$ cat src/encPkg.sv
`default_nettype none

package encPkg;

    // data request, the encoder echoes it as reply byte 0
    localparam logic [7:0] reqDataCode = 8'h02;

    // reply bytes in reception order, echo lands in the top byte
    typedef struct packed {
        logic [7:0] echo;
        logic [7:0] status;
        logic [7:0] posLo;
        logic [7:0] posMid;
        logic [7:0] posHi;
        logic [7:0] csum;
    } encFrameT;

    typedef struct packed {
        logic [31:0] position;
        logic [15:0] angle;
        logic [7:0]  status;
        logic [7:0]  pad;
    } encSampleT;

    typedef enum logic [1:0] {
        resNone,
        resGood,
        resCsumErr,
        resTimeout
    } pollResultT;

    typedef enum logic [2:0] {
        stIdle,
        stSend,
        stTxWait,
        stListen,
        stGap
    } pollStateT;

    // byte offsets on the APB port
    typedef enum logic [4:0] {
        regCtrl     = 5'h00,
        regStatus   = 5'h04,
        regPosition = 5'h08,
        regAngle    = 5'h0C,
        regCsumErrs = 5'h10,
        regTimeouts = 5'h14
    } regAddrT;

    typedef struct packed {
        logic        psel;
        logic        penable;
        logic        pwrite;
        logic [4:0]  paddr;
        logic [31:0] pwdata;
    } apbReqT;

    typedef struct packed {
        logic [31:0] prdata;
        logic        pready;
        logic        pslverr;
    } apbRspT;

endpackage

`default_nettype wire
$ cat src/encInterface.sv
`default_nettype none

module encInterface
    import encPkg::*;
#(
    parameter int ClksPerBit   = 13,
    parameter int ReplyTimeout = 32400,
    parameter int PollGap      = 324
) (
    input  logic   clk,
    input  logic   arstN,
    input  logic   rx,
    output logic   tx,
    output logic   txEnable,
    input  apbReqT apbReq,
    output apbRspT apbRsp
);

    logic [7:0] txData;
    logic       txStart;
    logic       txBusy;
    logic [7:0] rxData;
    logic       rxValid;
    logic       pollEnable;
    encSampleT  sample;
    pollResultT result;
    logic       resultValid;

    uartRx #(
        .ClksPerBit(ClksPerBit)
    ) uartRx_i (
        .clk    (clk),
        .arstN  (arstN),
        .rx     (rx),
        .rxData (rxData),
        .rxValid(rxValid)
    );

    uartTx #(
        .ClksPerBit(ClksPerBit)
    ) uartTx_i (
        .clk    (clk),
        .arstN  (arstN),
        .txData (txData),
        .txStart(txStart),
        .tx     (tx),
        .txBusy (txBusy)
    );

    encPoller #(
        .ReplyTimeout(ReplyTimeout),
        .PollGap     (PollGap)
    ) encPoller_i (
        .clk        (clk),
        .arstN      (arstN),
        .pollEnable (pollEnable),
        .txBusy     (txBusy),
        .rxData     (rxData),
        .rxValid    (rxValid),
        .txEnable   (txEnable),
        .txData     (txData),
        .txStart    (txStart),
        .sample     (sample),
        .result     (result),
        .resultValid(resultValid)
    );

    encApbRegs encApbRegs_i (
        .clk        (clk),
        .arstN      (arstN),
        .apbReq     (apbReq),
        .sample     (sample),
        .result     (result),
        .resultValid(resultValid),
        .apbRsp     (apbRsp),
        .pollEnable (pollEnable)
    );

endmodule

`default_nettype wire

$ cat src/encApbRegs.sv
`default_nettype none

module encApbRegs
    import encPkg::*;
(
    input  logic       clk,
    input  logic       arstN,
    input  apbReqT     apbReq,
    input  encSampleT  sample,
    input  pollResultT result,
    input  logic       resultValid,
    output apbRspT     apbRsp,
    output logic       pollEnable
);

    encSampleT   sampleReg;
    pollResultT  lastResult;
    logic        sampleReady;
    logic [31:0] csumErrs;
    logic [31:0] timeouts;
    logic [31:0] rdData;
    logic        addrHit;
    logic        access;
    logic        wrCtrl;
    logic        rdStatus;

    assign access   = apbReq.psel && apbReq.penable;
    assign wrCtrl   = access && apbReq.pwrite && (apbReq.paddr == regCtrl);
    assign rdStatus = access && !apbReq.pwrite && (apbReq.paddr == regStatus);

    always_comb begin
        addrHit = 1'b1;
        rdData  = '0;
        case (regAddrT'(apbReq.paddr))
            regCtrl:     rdData = {31'd0, pollEnable};
            regStatus:   rdData = {29'd0, lastResult, sampleReady};
            regPosition: rdData = sampleReg.position;
            regAngle:    rdData = {16'd0, sampleReg.angle};
            regCsumErrs: rdData = csumErrs;
            regTimeouts: rdData = timeouts;
            default:     addrHit = 1'b0;
        endcase
    end

    // zero wait states, only regCtrl is writable
    assign apbRsp.prdata  = rdData;
    assign apbRsp.pready  = 1'b1;
    assign apbRsp.pslverr = access &&
                            (!addrHit || (apbReq.pwrite && apbReq.paddr != regCtrl));

    always_ff @(posedge clk or negedge arstN) begin
        if (!arstN) begin
            pollEnable  <= 1'b0;
            sampleReady <= 1'b0;
            lastResult  <= resNone;
            sampleReg   <= '0;
            csumErrs    <= '0;
            timeouts    <= '0;
        end else begin
            if (wrCtrl) begin
                pollEnable <= apbReq.pwdata[0];
            end
            if (rdStatus) begin
                sampleReady <= 1'b0;
            end
            if (resultValid) begin
                lastResult <= result;
                // a new sample beats a clearing read in the same cycle
                if (result == resGood) begin
                    sampleReady <= 1'b1;
                    sampleReg   <= sample;
                end
                if (result == resCsumErr && csumErrs != '1) begin
                    csumErrs <= csumErrs + 32'd1;
                end
                if (result == resTimeout && timeouts != '1) begin
                    timeouts <= timeouts + 32'd1;
                end
            end
        end
    end

endmodule

`default_nettype wire

$ cat src/encPoller.sv
`default_nettype none

module encPoller
    import encPkg::*;
#(
    parameter int ReplyTimeout = 32400,
    parameter int PollGap      = 324
) (
    input  logic       clk,
    input  logic       arstN,
    input  logic       pollEnable,
    input  logic       txBusy,
    input  logic [7:0] rxData,
    input  logic       rxValid,
    output logic       txEnable,
    output logic [7:0] txData,
    output logic       txStart,
    output encSampleT  sample,
    output pollResultT result,
    output logic       resultValid
);

    localparam int MaxWait = (ReplyTimeout > PollGap) ? ReplyTimeout : PollGap;
    localparam int TimerW  = $clog2(MaxWait + 1);
    localparam logic [TimerW-1:0] ReplyLast = TimerW'(ReplyTimeout - 1);
    localparam logic [TimerW-1:0] GapLast   = TimerW'(PollGap - 1);

    pollStateT         state;
    logic [TimerW-1:0] timer;
    logic [2:0]        byteCnt;
    encFrameT          frame;
    encFrameT          nextFrame;
    logic              frameDone;
    logic              frameGood;
    logic [7:0]        csumCalc;
    logic [31:0]       position;

    assign txData = reqDataCode;

    // transceiver drives the line until the stop bit has left uartTx;
    // txStart covers the cycle before busy rises
    assign txEnable = (state == stSend) ||
                      ((state == stTxWait) && (txBusy || txStart));

    // frame as it stands once the current byte is shifted in
    assign nextFrame = {frame[39:0], rxData};
    assign frameDone = (state == stListen) && rxValid && (byteCnt == 3'd5);

    assign csumCalc = nextFrame.echo ^ nextFrame.status ^ nextFrame.posLo ^
                      nextFrame.posMid ^ nextFrame.posHi;
    assign frameGood = (nextFrame.echo == reqDataCode) && (nextFrame.csum == csumCalc);
    assign position  = {8'h00, nextFrame.posHi, nextFrame.posMid, nextFrame.posLo};

    always_ff @(posedge clk or negedge arstN) begin
        if (!arstN) begin
            state       <= stIdle;
            timer       <= '0;
            byteCnt     <= '0;
            txStart     <= 1'b0;
            result      <= resNone;
            resultValid <= 1'b0;
        end else begin
            txStart     <= 1'b0;
            resultValid <= 1'b0;
            case (state)
                stIdle: begin
                    if (pollEnable) begin
                        state <= stSend;
                    end
                end
                stSend: begin
                    if (!txBusy) begin
                        txStart <= 1'b1;
                        state   <= stTxWait;
                    end
                end
                stTxWait: begin
                    // reply window opens as the request ends
                    if (!txBusy && !txStart) begin
                        state   <= stListen;
                        timer   <= '0;
                        byteCnt <= '0;
                    end
                end
                stListen: begin
                    if (frameDone) begin
                        resultValid <= 1'b1;
                        result      <= frameGood ? resGood : resCsumErr;
                        state       <= stGap;
                        timer       <= '0;
                    end else if (timer == ReplyLast) begin
                        resultValid <= 1'b1;
                        result      <= resTimeout;
                        state       <= stGap;
                        timer       <= '0;
                    end else begin
                        timer <= timer + 1'b1;
                        if (rxValid) begin
                            byteCnt <= byteCnt + 3'd1;
                        end
                    end
                end
                stGap: begin
                    // late bytes fall through here unseen
                    if (timer == GapLast) begin
                        state <= stIdle;
                    end else begin
                        timer <= timer + 1'b1;
                    end
                end
                default: state <= stIdle;
            endcase
        end
    end

    always_ff @(posedge clk) begin
        if (state == stListen && rxValid) begin
            frame <= nextFrame;
        end
        // angle keeps the top 16 of the 17 single-turn bits
        if (frameDone && frameGood) begin
            sample <= '{position: position,
                        angle:    position[16:1],
                        status:   nextFrame.status,
                        pad:      8'h00};
        end
    end

endmodule

`default_nettype wire

$ cat src/uartTx.sv
`default_nettype none

module uartTx #(
    parameter int ClksPerBit = 13
) (
    input  logic       clk,
    input  logic       arstN,
    input  logic [7:0] txData,
    input  logic       txStart,
    output logic       tx,
    output logic       txBusy
);

    typedef enum logic [1:0] {
        txIdle,
        txStartBit,
        txBits,
        txStopBit
    } txStateT;

    localparam int CntW = $clog2(ClksPerBit) + 1;
    localparam logic [CntW-1:0] FullBit = CntW'(ClksPerBit - 1);

    txStateT         state;
    logic [CntW-1:0] timer;
    logic [2:0]      bitIdx;
    logic [7:0]      dataReg;
    logic            bitEnd;

    assign bitEnd = (timer == FullBit);
    assign txBusy = (state != txIdle);

    always_ff @(posedge clk or negedge arstN) begin
        if (!arstN) begin
            state  <= txIdle;
            timer  <= '0;
            bitIdx <= '0;
            tx     <= 1'b1;
        end else begin
            // timer restarts at each bit boundary and rests in idle
            if (state == txIdle || bitEnd) begin
                timer <= '0;
            end else begin
                timer <= timer + 1'b1;
            end
            case (state)
                txIdle: begin
                    if (txStart) begin
                        state <= txStartBit;
                        tx    <= 1'b0;
                    end
                end
                txStartBit: begin
                    if (bitEnd) begin
                        state  <= txBits;
                        bitIdx <= '0;
                        tx     <= dataReg[0];
                    end
                end
                txBits: begin
                    if (bitEnd) begin
                        if (bitIdx == 3'd7) begin
                            state <= txStopBit;
                            tx    <= 1'b1;
                        end else begin
                            bitIdx <= bitIdx + 3'd1;
                            tx     <= dataReg[bitIdx + 3'd1];
                        end
                    end
                end
                txStopBit: begin
                    if (bitEnd) begin
                        state <= txIdle;
                    end
                end
                default: state <= txIdle;
            endcase
        end
    end

    always_ff @(posedge clk) begin
        if (state == txIdle && txStart) begin
            dataReg <= txData;
        end
    end

endmodule

`default_nettype wire

$ cat src/uartRx.sv
`default_nettype none

module uartRx #(
    parameter int ClksPerBit = 13
) (
    input  logic       clk,
    input  logic       arstN,
    input  logic       rx,
    output logic [7:0] rxData,
    output logic       rxValid
);

    typedef enum logic [1:0] {
        rxIdle,
        rxStart,
        rxBits,
        rxStop
    } rxStateT;

    localparam int CntW = $clog2(ClksPerBit) + 1;
    localparam logic [CntW-1:0] HalfBit = CntW'(ClksPerBit / 2);
    localparam logic [CntW-1:0] FullBit = CntW'(ClksPerBit - 1);

    rxStateT         state;
    logic [1:0]      rxSync;
    logic            rxPrev;
    logic [CntW-1:0] timer;
    logic [2:0]      bitIdx;
    logic            bitTick;

    // line idles high, so the synchronizer comes out of reset at 1
    always_ff @(posedge clk or negedge arstN) begin
        if (!arstN) begin
            rxSync <= 2'b11;
            rxPrev <= 1'b1;
        end else begin
            rxSync <= {rxSync[0], rx};
            rxPrev <= rxSync[1];
        end
    end

    assign bitTick = (state == rxBits) && (timer == FullBit);

    always_ff @(posedge clk or negedge arstN) begin
        if (!arstN) begin
            state   <= rxIdle;
            timer   <= '0;
            bitIdx  <= '0;
            rxValid <= 1'b0;
        end else begin
            rxValid <= 1'b0;
            case (state)
                rxIdle: begin
                    timer <= '0;
                    // falling edge marks a start bit
                    if (rxPrev && !rxSync[1]) begin
                        state <= rxStart;
                    end
                end
                rxStart: begin
                    if (timer == HalfBit) begin
                        timer  <= '0;
                        bitIdx <= '0;
                        // glitch shorter than half a bit goes back to idle
                        state  <= rxSync[1] ? rxIdle : rxBits;
                    end else begin
                        timer <= timer + 1'b1;
                    end
                end
                rxBits: begin
                    if (bitTick) begin
                        timer  <= '0;
                        bitIdx <= bitIdx + 3'd1;
                        if (bitIdx == 3'd7) begin
                            state <= rxStop;
                        end
                    end else begin
                        timer <= timer + 1'b1;
                    end
                end
                rxStop: begin
                    if (timer == FullBit) begin
                        state <= rxIdle;
                        // framing error drops the byte
                        rxValid <= rxSync[1];
                    end else begin
                        timer <= timer + 1'b1;
                    end
                end
                default: state <= rxIdle;
            endcase
        end
    end

    // lsb first, so new bits enter at the top
    always_ff @(posedge clk) begin
        if (bitTick) begin
            rxData <= {rxSync[1], rxData[7:1]};
        end
    end

endmodule

`default_nettype wire

$ cat config.mk
export PLATFORM = sky130hd
export DESIGN_NAME = encInterface
export DESIGN_NICKNAME = d
export VERILOG_FILES = /design/src/encPkg.sv /design/src/encInterface.sv /design/src/encApbRegs.sv /design/src/encPoller.sv /design/src/uartTx.sv /design/src/uartRx.sv
export SDC_FILE = /design/constraint.sdc
export NUM_CORES = 1
export LEC_CHECK = 0
export BUFFER_PORTS_ARGS = -buffer_cell sky130_fd_sc_hd__buf_4
export CAP_MARGIN = 20
export CELL_PAD_IN_SITES_DETAIL_PLACEMENT = 0
export CELL_PAD_IN_SITES_GLOBAL_PLACEMENT = 1
export CORE_MARGIN = 2
export CORE_UTILIZATION = 40
export CTS_CLUSTER_SIZE = 14
export DETAILED_ROUTE_END_ITERATION = 8
export PLACE_DENSITY = 0.72
export SLEW_MARGIN = 10
export SYNTH_ARGS = -nofsm -noshare
export SYNTH_HDL_FRONTEND = slang
export SYNTH_HIERARCHICAL = 1
export SYNTH_SLANG_ARGS = --single-unit
$ cat constraint.sdc
create_clock -name clk -period 3.8 [get_ports clk]
set_input_delay 0.19 -clock clk [delete_from_list [all_inputs] [get_ports clk]]
set_output_delay 0.19 -clock clk [all_outputs]
set_load 0.01 [all_outputs]
==> impl_metrics.tcl <==
set metrics [dict create \
    status "finished clean" \
    drt-total-wl_um 25000 \
    num_rows 62 \
    io_pins 79 \
    switching_share_pct 25.0 \
    cts_resized 0 \
    cts_made_buffers 26 \
    power.total_mw 6.43 \
    syn_inst 952 \
    power_density_nw_per_um2 486 \
    cts-htree-levels 1 \
    report.final.hold_viol_count 0 \
    tightestPinTransition_ns 1.06 \
    routed_via_density 5.38 \
    irDropWorstVdd_v 0.000282 \
    combPwrFrac_pct 12.5 \
    switchingPower_mw 1.61 \
    layout_setup_ws_ns 1.05 \
    placedCellCount 1337 \
    areaGrowthSynthToFinish_pct 12.8 \
    place_congestion 0.789 \
    grt_pass1_wl_um 40800 \
    nNetsFinal 1048 \
    fin_worst_skew_ns 0.00859 \
    cp_max_fo 11 \
    multi_input_area_um2 4660 \
    die-area_um2 30700 \
    start_util_pct 40.7 \
    cts_buffer_depth 3 \
    drive_gt1_share_pct 17.4 \
    clkSlewWorstSetupHoldPaths_ns 0.06 \
    intPower_mw 4.82 \
    grt_max_degree 97 \
    syn_avg_cell_area_um2 12.3 \
    fp.dieH_um 175 \
    clk_latency_ns 0.52 \
    dp_hpwl_um 17000 \
    cts_setup_buffers 0 \
    maxSlewViolCount 0 \
    area.sequential_um2 6560 \
    cp.required_ns 4.21 \
    maxCapViolations 0 \
    yosys_warnings 6 \
    num_vias 7458 \
    tns_ns 0 \
    diodes 0 \
    relSlewSlack_pct 28.2 \
    clock-root-buffer "clkbuf_16" \
    cts_sinks 246 \
    gr-total-overflow 0 \
    cp_data_arrival_time_ns 3.16 \
    max_freq_mhz 364 \
    period_share_pct 72.3 \
    hp-class "input port to flip-flop" \
    layout_min_cycle_time_ns 2.75 \
    fin_cells 1387 \
    power_frac_seq_pct 46.1 \
    rsz0062_at_grt "no" \
    critPathCaptureType "flip-flop" \
    crit_type "flip-flop to flip-flop" \
    grt_pass1_vias 7542 \
    p_leak_nw 5.84 \
    antenna_found_initial 0 \
    fillers 2602 \
    postRouteAntennaNets 0 \
    grt_usage_pct 16.5 \
    drc 0 \
    drt_iter0_drc 549 \
    cts_tree "built" \
    power_frac_clock_pct 41.4 \
    io_buffers 46 \
    fp.coreArea_um2 28800 \
    die_w_um 175 \
    setup_viol 0 \
    syn_area_um2 11700 \
    dp_slack_ns 1.09 \
    drt_pass1_iterations 6 \
    critPathLaunchType "flip-flop" \
    post_drt_wl_per_cell_um 18.0 \
]
-- worst paths after layout --
path | startpoint | end | slack [ns] | cells past startpoint
setup / recovery | encApbRegs_i/csumErrs[0] | encApbRegs_i/csumErrs[1] | 1.05 | 6
hold / removal | apbReq[34] | encApbRegs_i/pollEnable | 0.1 | 4
setup reg to reg | encApbRegs_i/csumErrs[0] | encApbRegs_i/csumErrs[1] | 1.05 | 6
hold reg to reg | uartRx_i/rxSync[0] | uartRx_i/rxSync[1] | 0.36 | 0
max in group asynchronous | arstN | uartRx_i/rxSync[1] | 2.58 | 3
min in group asynchronous | arstN | encApbRegs_i/sampleReg[61] | 0.24 | 2
-- flip-flops by register name, summed over array words and instances (netlist names), 2 cells and up, named ones only --
| signal | count |
|---|---|
| uartTx_i/dataReg | 8 |
| uartRx_i/bitIdx | 3 |
| uartRx_i/rxData | 8 |
| encPoller_i/result | 2 |
| encPoller_i/byteCnt | 3 |
| encApbRegs_i/lastResult | 2 |
| uartRx_i/rxSync | 2 |
| encApbRegs_i/csumErrs | 32 |
| encPoller_i/sample | 24 |
| encPoller_i/frame | 40 |
| encApbRegs_i/timeouts | 32 |
| uartTx_i/bitIdx | 3 |
| uartTx_i/state | 2 |
| uartRx_i/timer | 5 |
| encPoller_i/state | 3 |
| encPoller_i/timer | 15 |
| encApbRegs_i/sampleReg | 48 |
| uartTx_i/timer | 5 |
-- per-stage QoR --
step / area, µm² / hold WS (ns) / utilization (%)
after global placement: 12300 / 0.249 / 42.7
after detailed placement: 12300 / 0.250 / 42.7
after floorplan: 11800 / -0.106 / -
after CTS: 13200 / 0.0728 / 45.9
after global routing: 13200 / 0.103 / 45.9
final: 13200 / 0.0976 / 45.9
-- worst max-delay path, cell delays in order (launching register included) --
cell,delay (ns)
dfrtp_1,0.42
ha_1,0.25
nand2_1,0.08
nor2_1,0.53
nand4_1,0.67
nand2_1,0.33
mux2_2,0.36
-- layout make-up --
type                            instances  area share, %
Inverter                               38           1.08
Tap cell                              384           3.64
Timing Repair Buffer                   60           3.63
Sequential cell                       246           49.7
Clock buffer                           34           5.39
Clock inverter                         11           1.33
Multi-Input combinational cell        614           35.3
-- power by group through the flow --
stage               clock network (mW)  logic, mW  registers [mW]
floorplan                            0      0.655            2.97
global placement                     0      0.793            3.01
detailed placement                   0      0.812            3.01
CTS                               2.73      0.822            2.96
global route                      2.83      0.922            2.98
finish                            2.66      0.805            2.96
-- layout by cell type, fill, tap and decap left out, types with 17 or more instances in the layout --
| cell type | instances |
|---|---|
| edfxtp_1 | 80 |
| buf_4 | 53 |
| clkbuf_16 | 27 |
| nand2_1 | 64 |
| and3_1 | 24 |
| mux2_2 | 56 |
| conb_1 | 17 |
| nand3_1 | 40 |
| nor2_1 | 48 |
| nand4_1 | 27 |
| dfrtp_1 | 162 |
| ha_1 | 19 |
| xnor2_1 | 69 |
| inv_1 | 38 |
| a222oi_1 | 31 |
| xor2_1 | 24 |
-- per-layer routing --
| metal | GRT usage [%] | part of all wire, % |
|---|---|---|
| met3 | 2.42 | 4.2 |
| met5 | 0 | 0 |
| met2 | 27.6 | 49 |
| met1 | 22.7 | 45 |
| met4 | 4.03 | 2.1 |
-- what timing repair did --
| item | 4_1_cts | 5_1_grt |
|---|---|---|
| endpoints found under the hold margin | 73 | 0 |
| setup endpoints to repair | 0 | 0 |
| hold buffers | 5 | 0 |
Power figures use the tool's default switching activity.
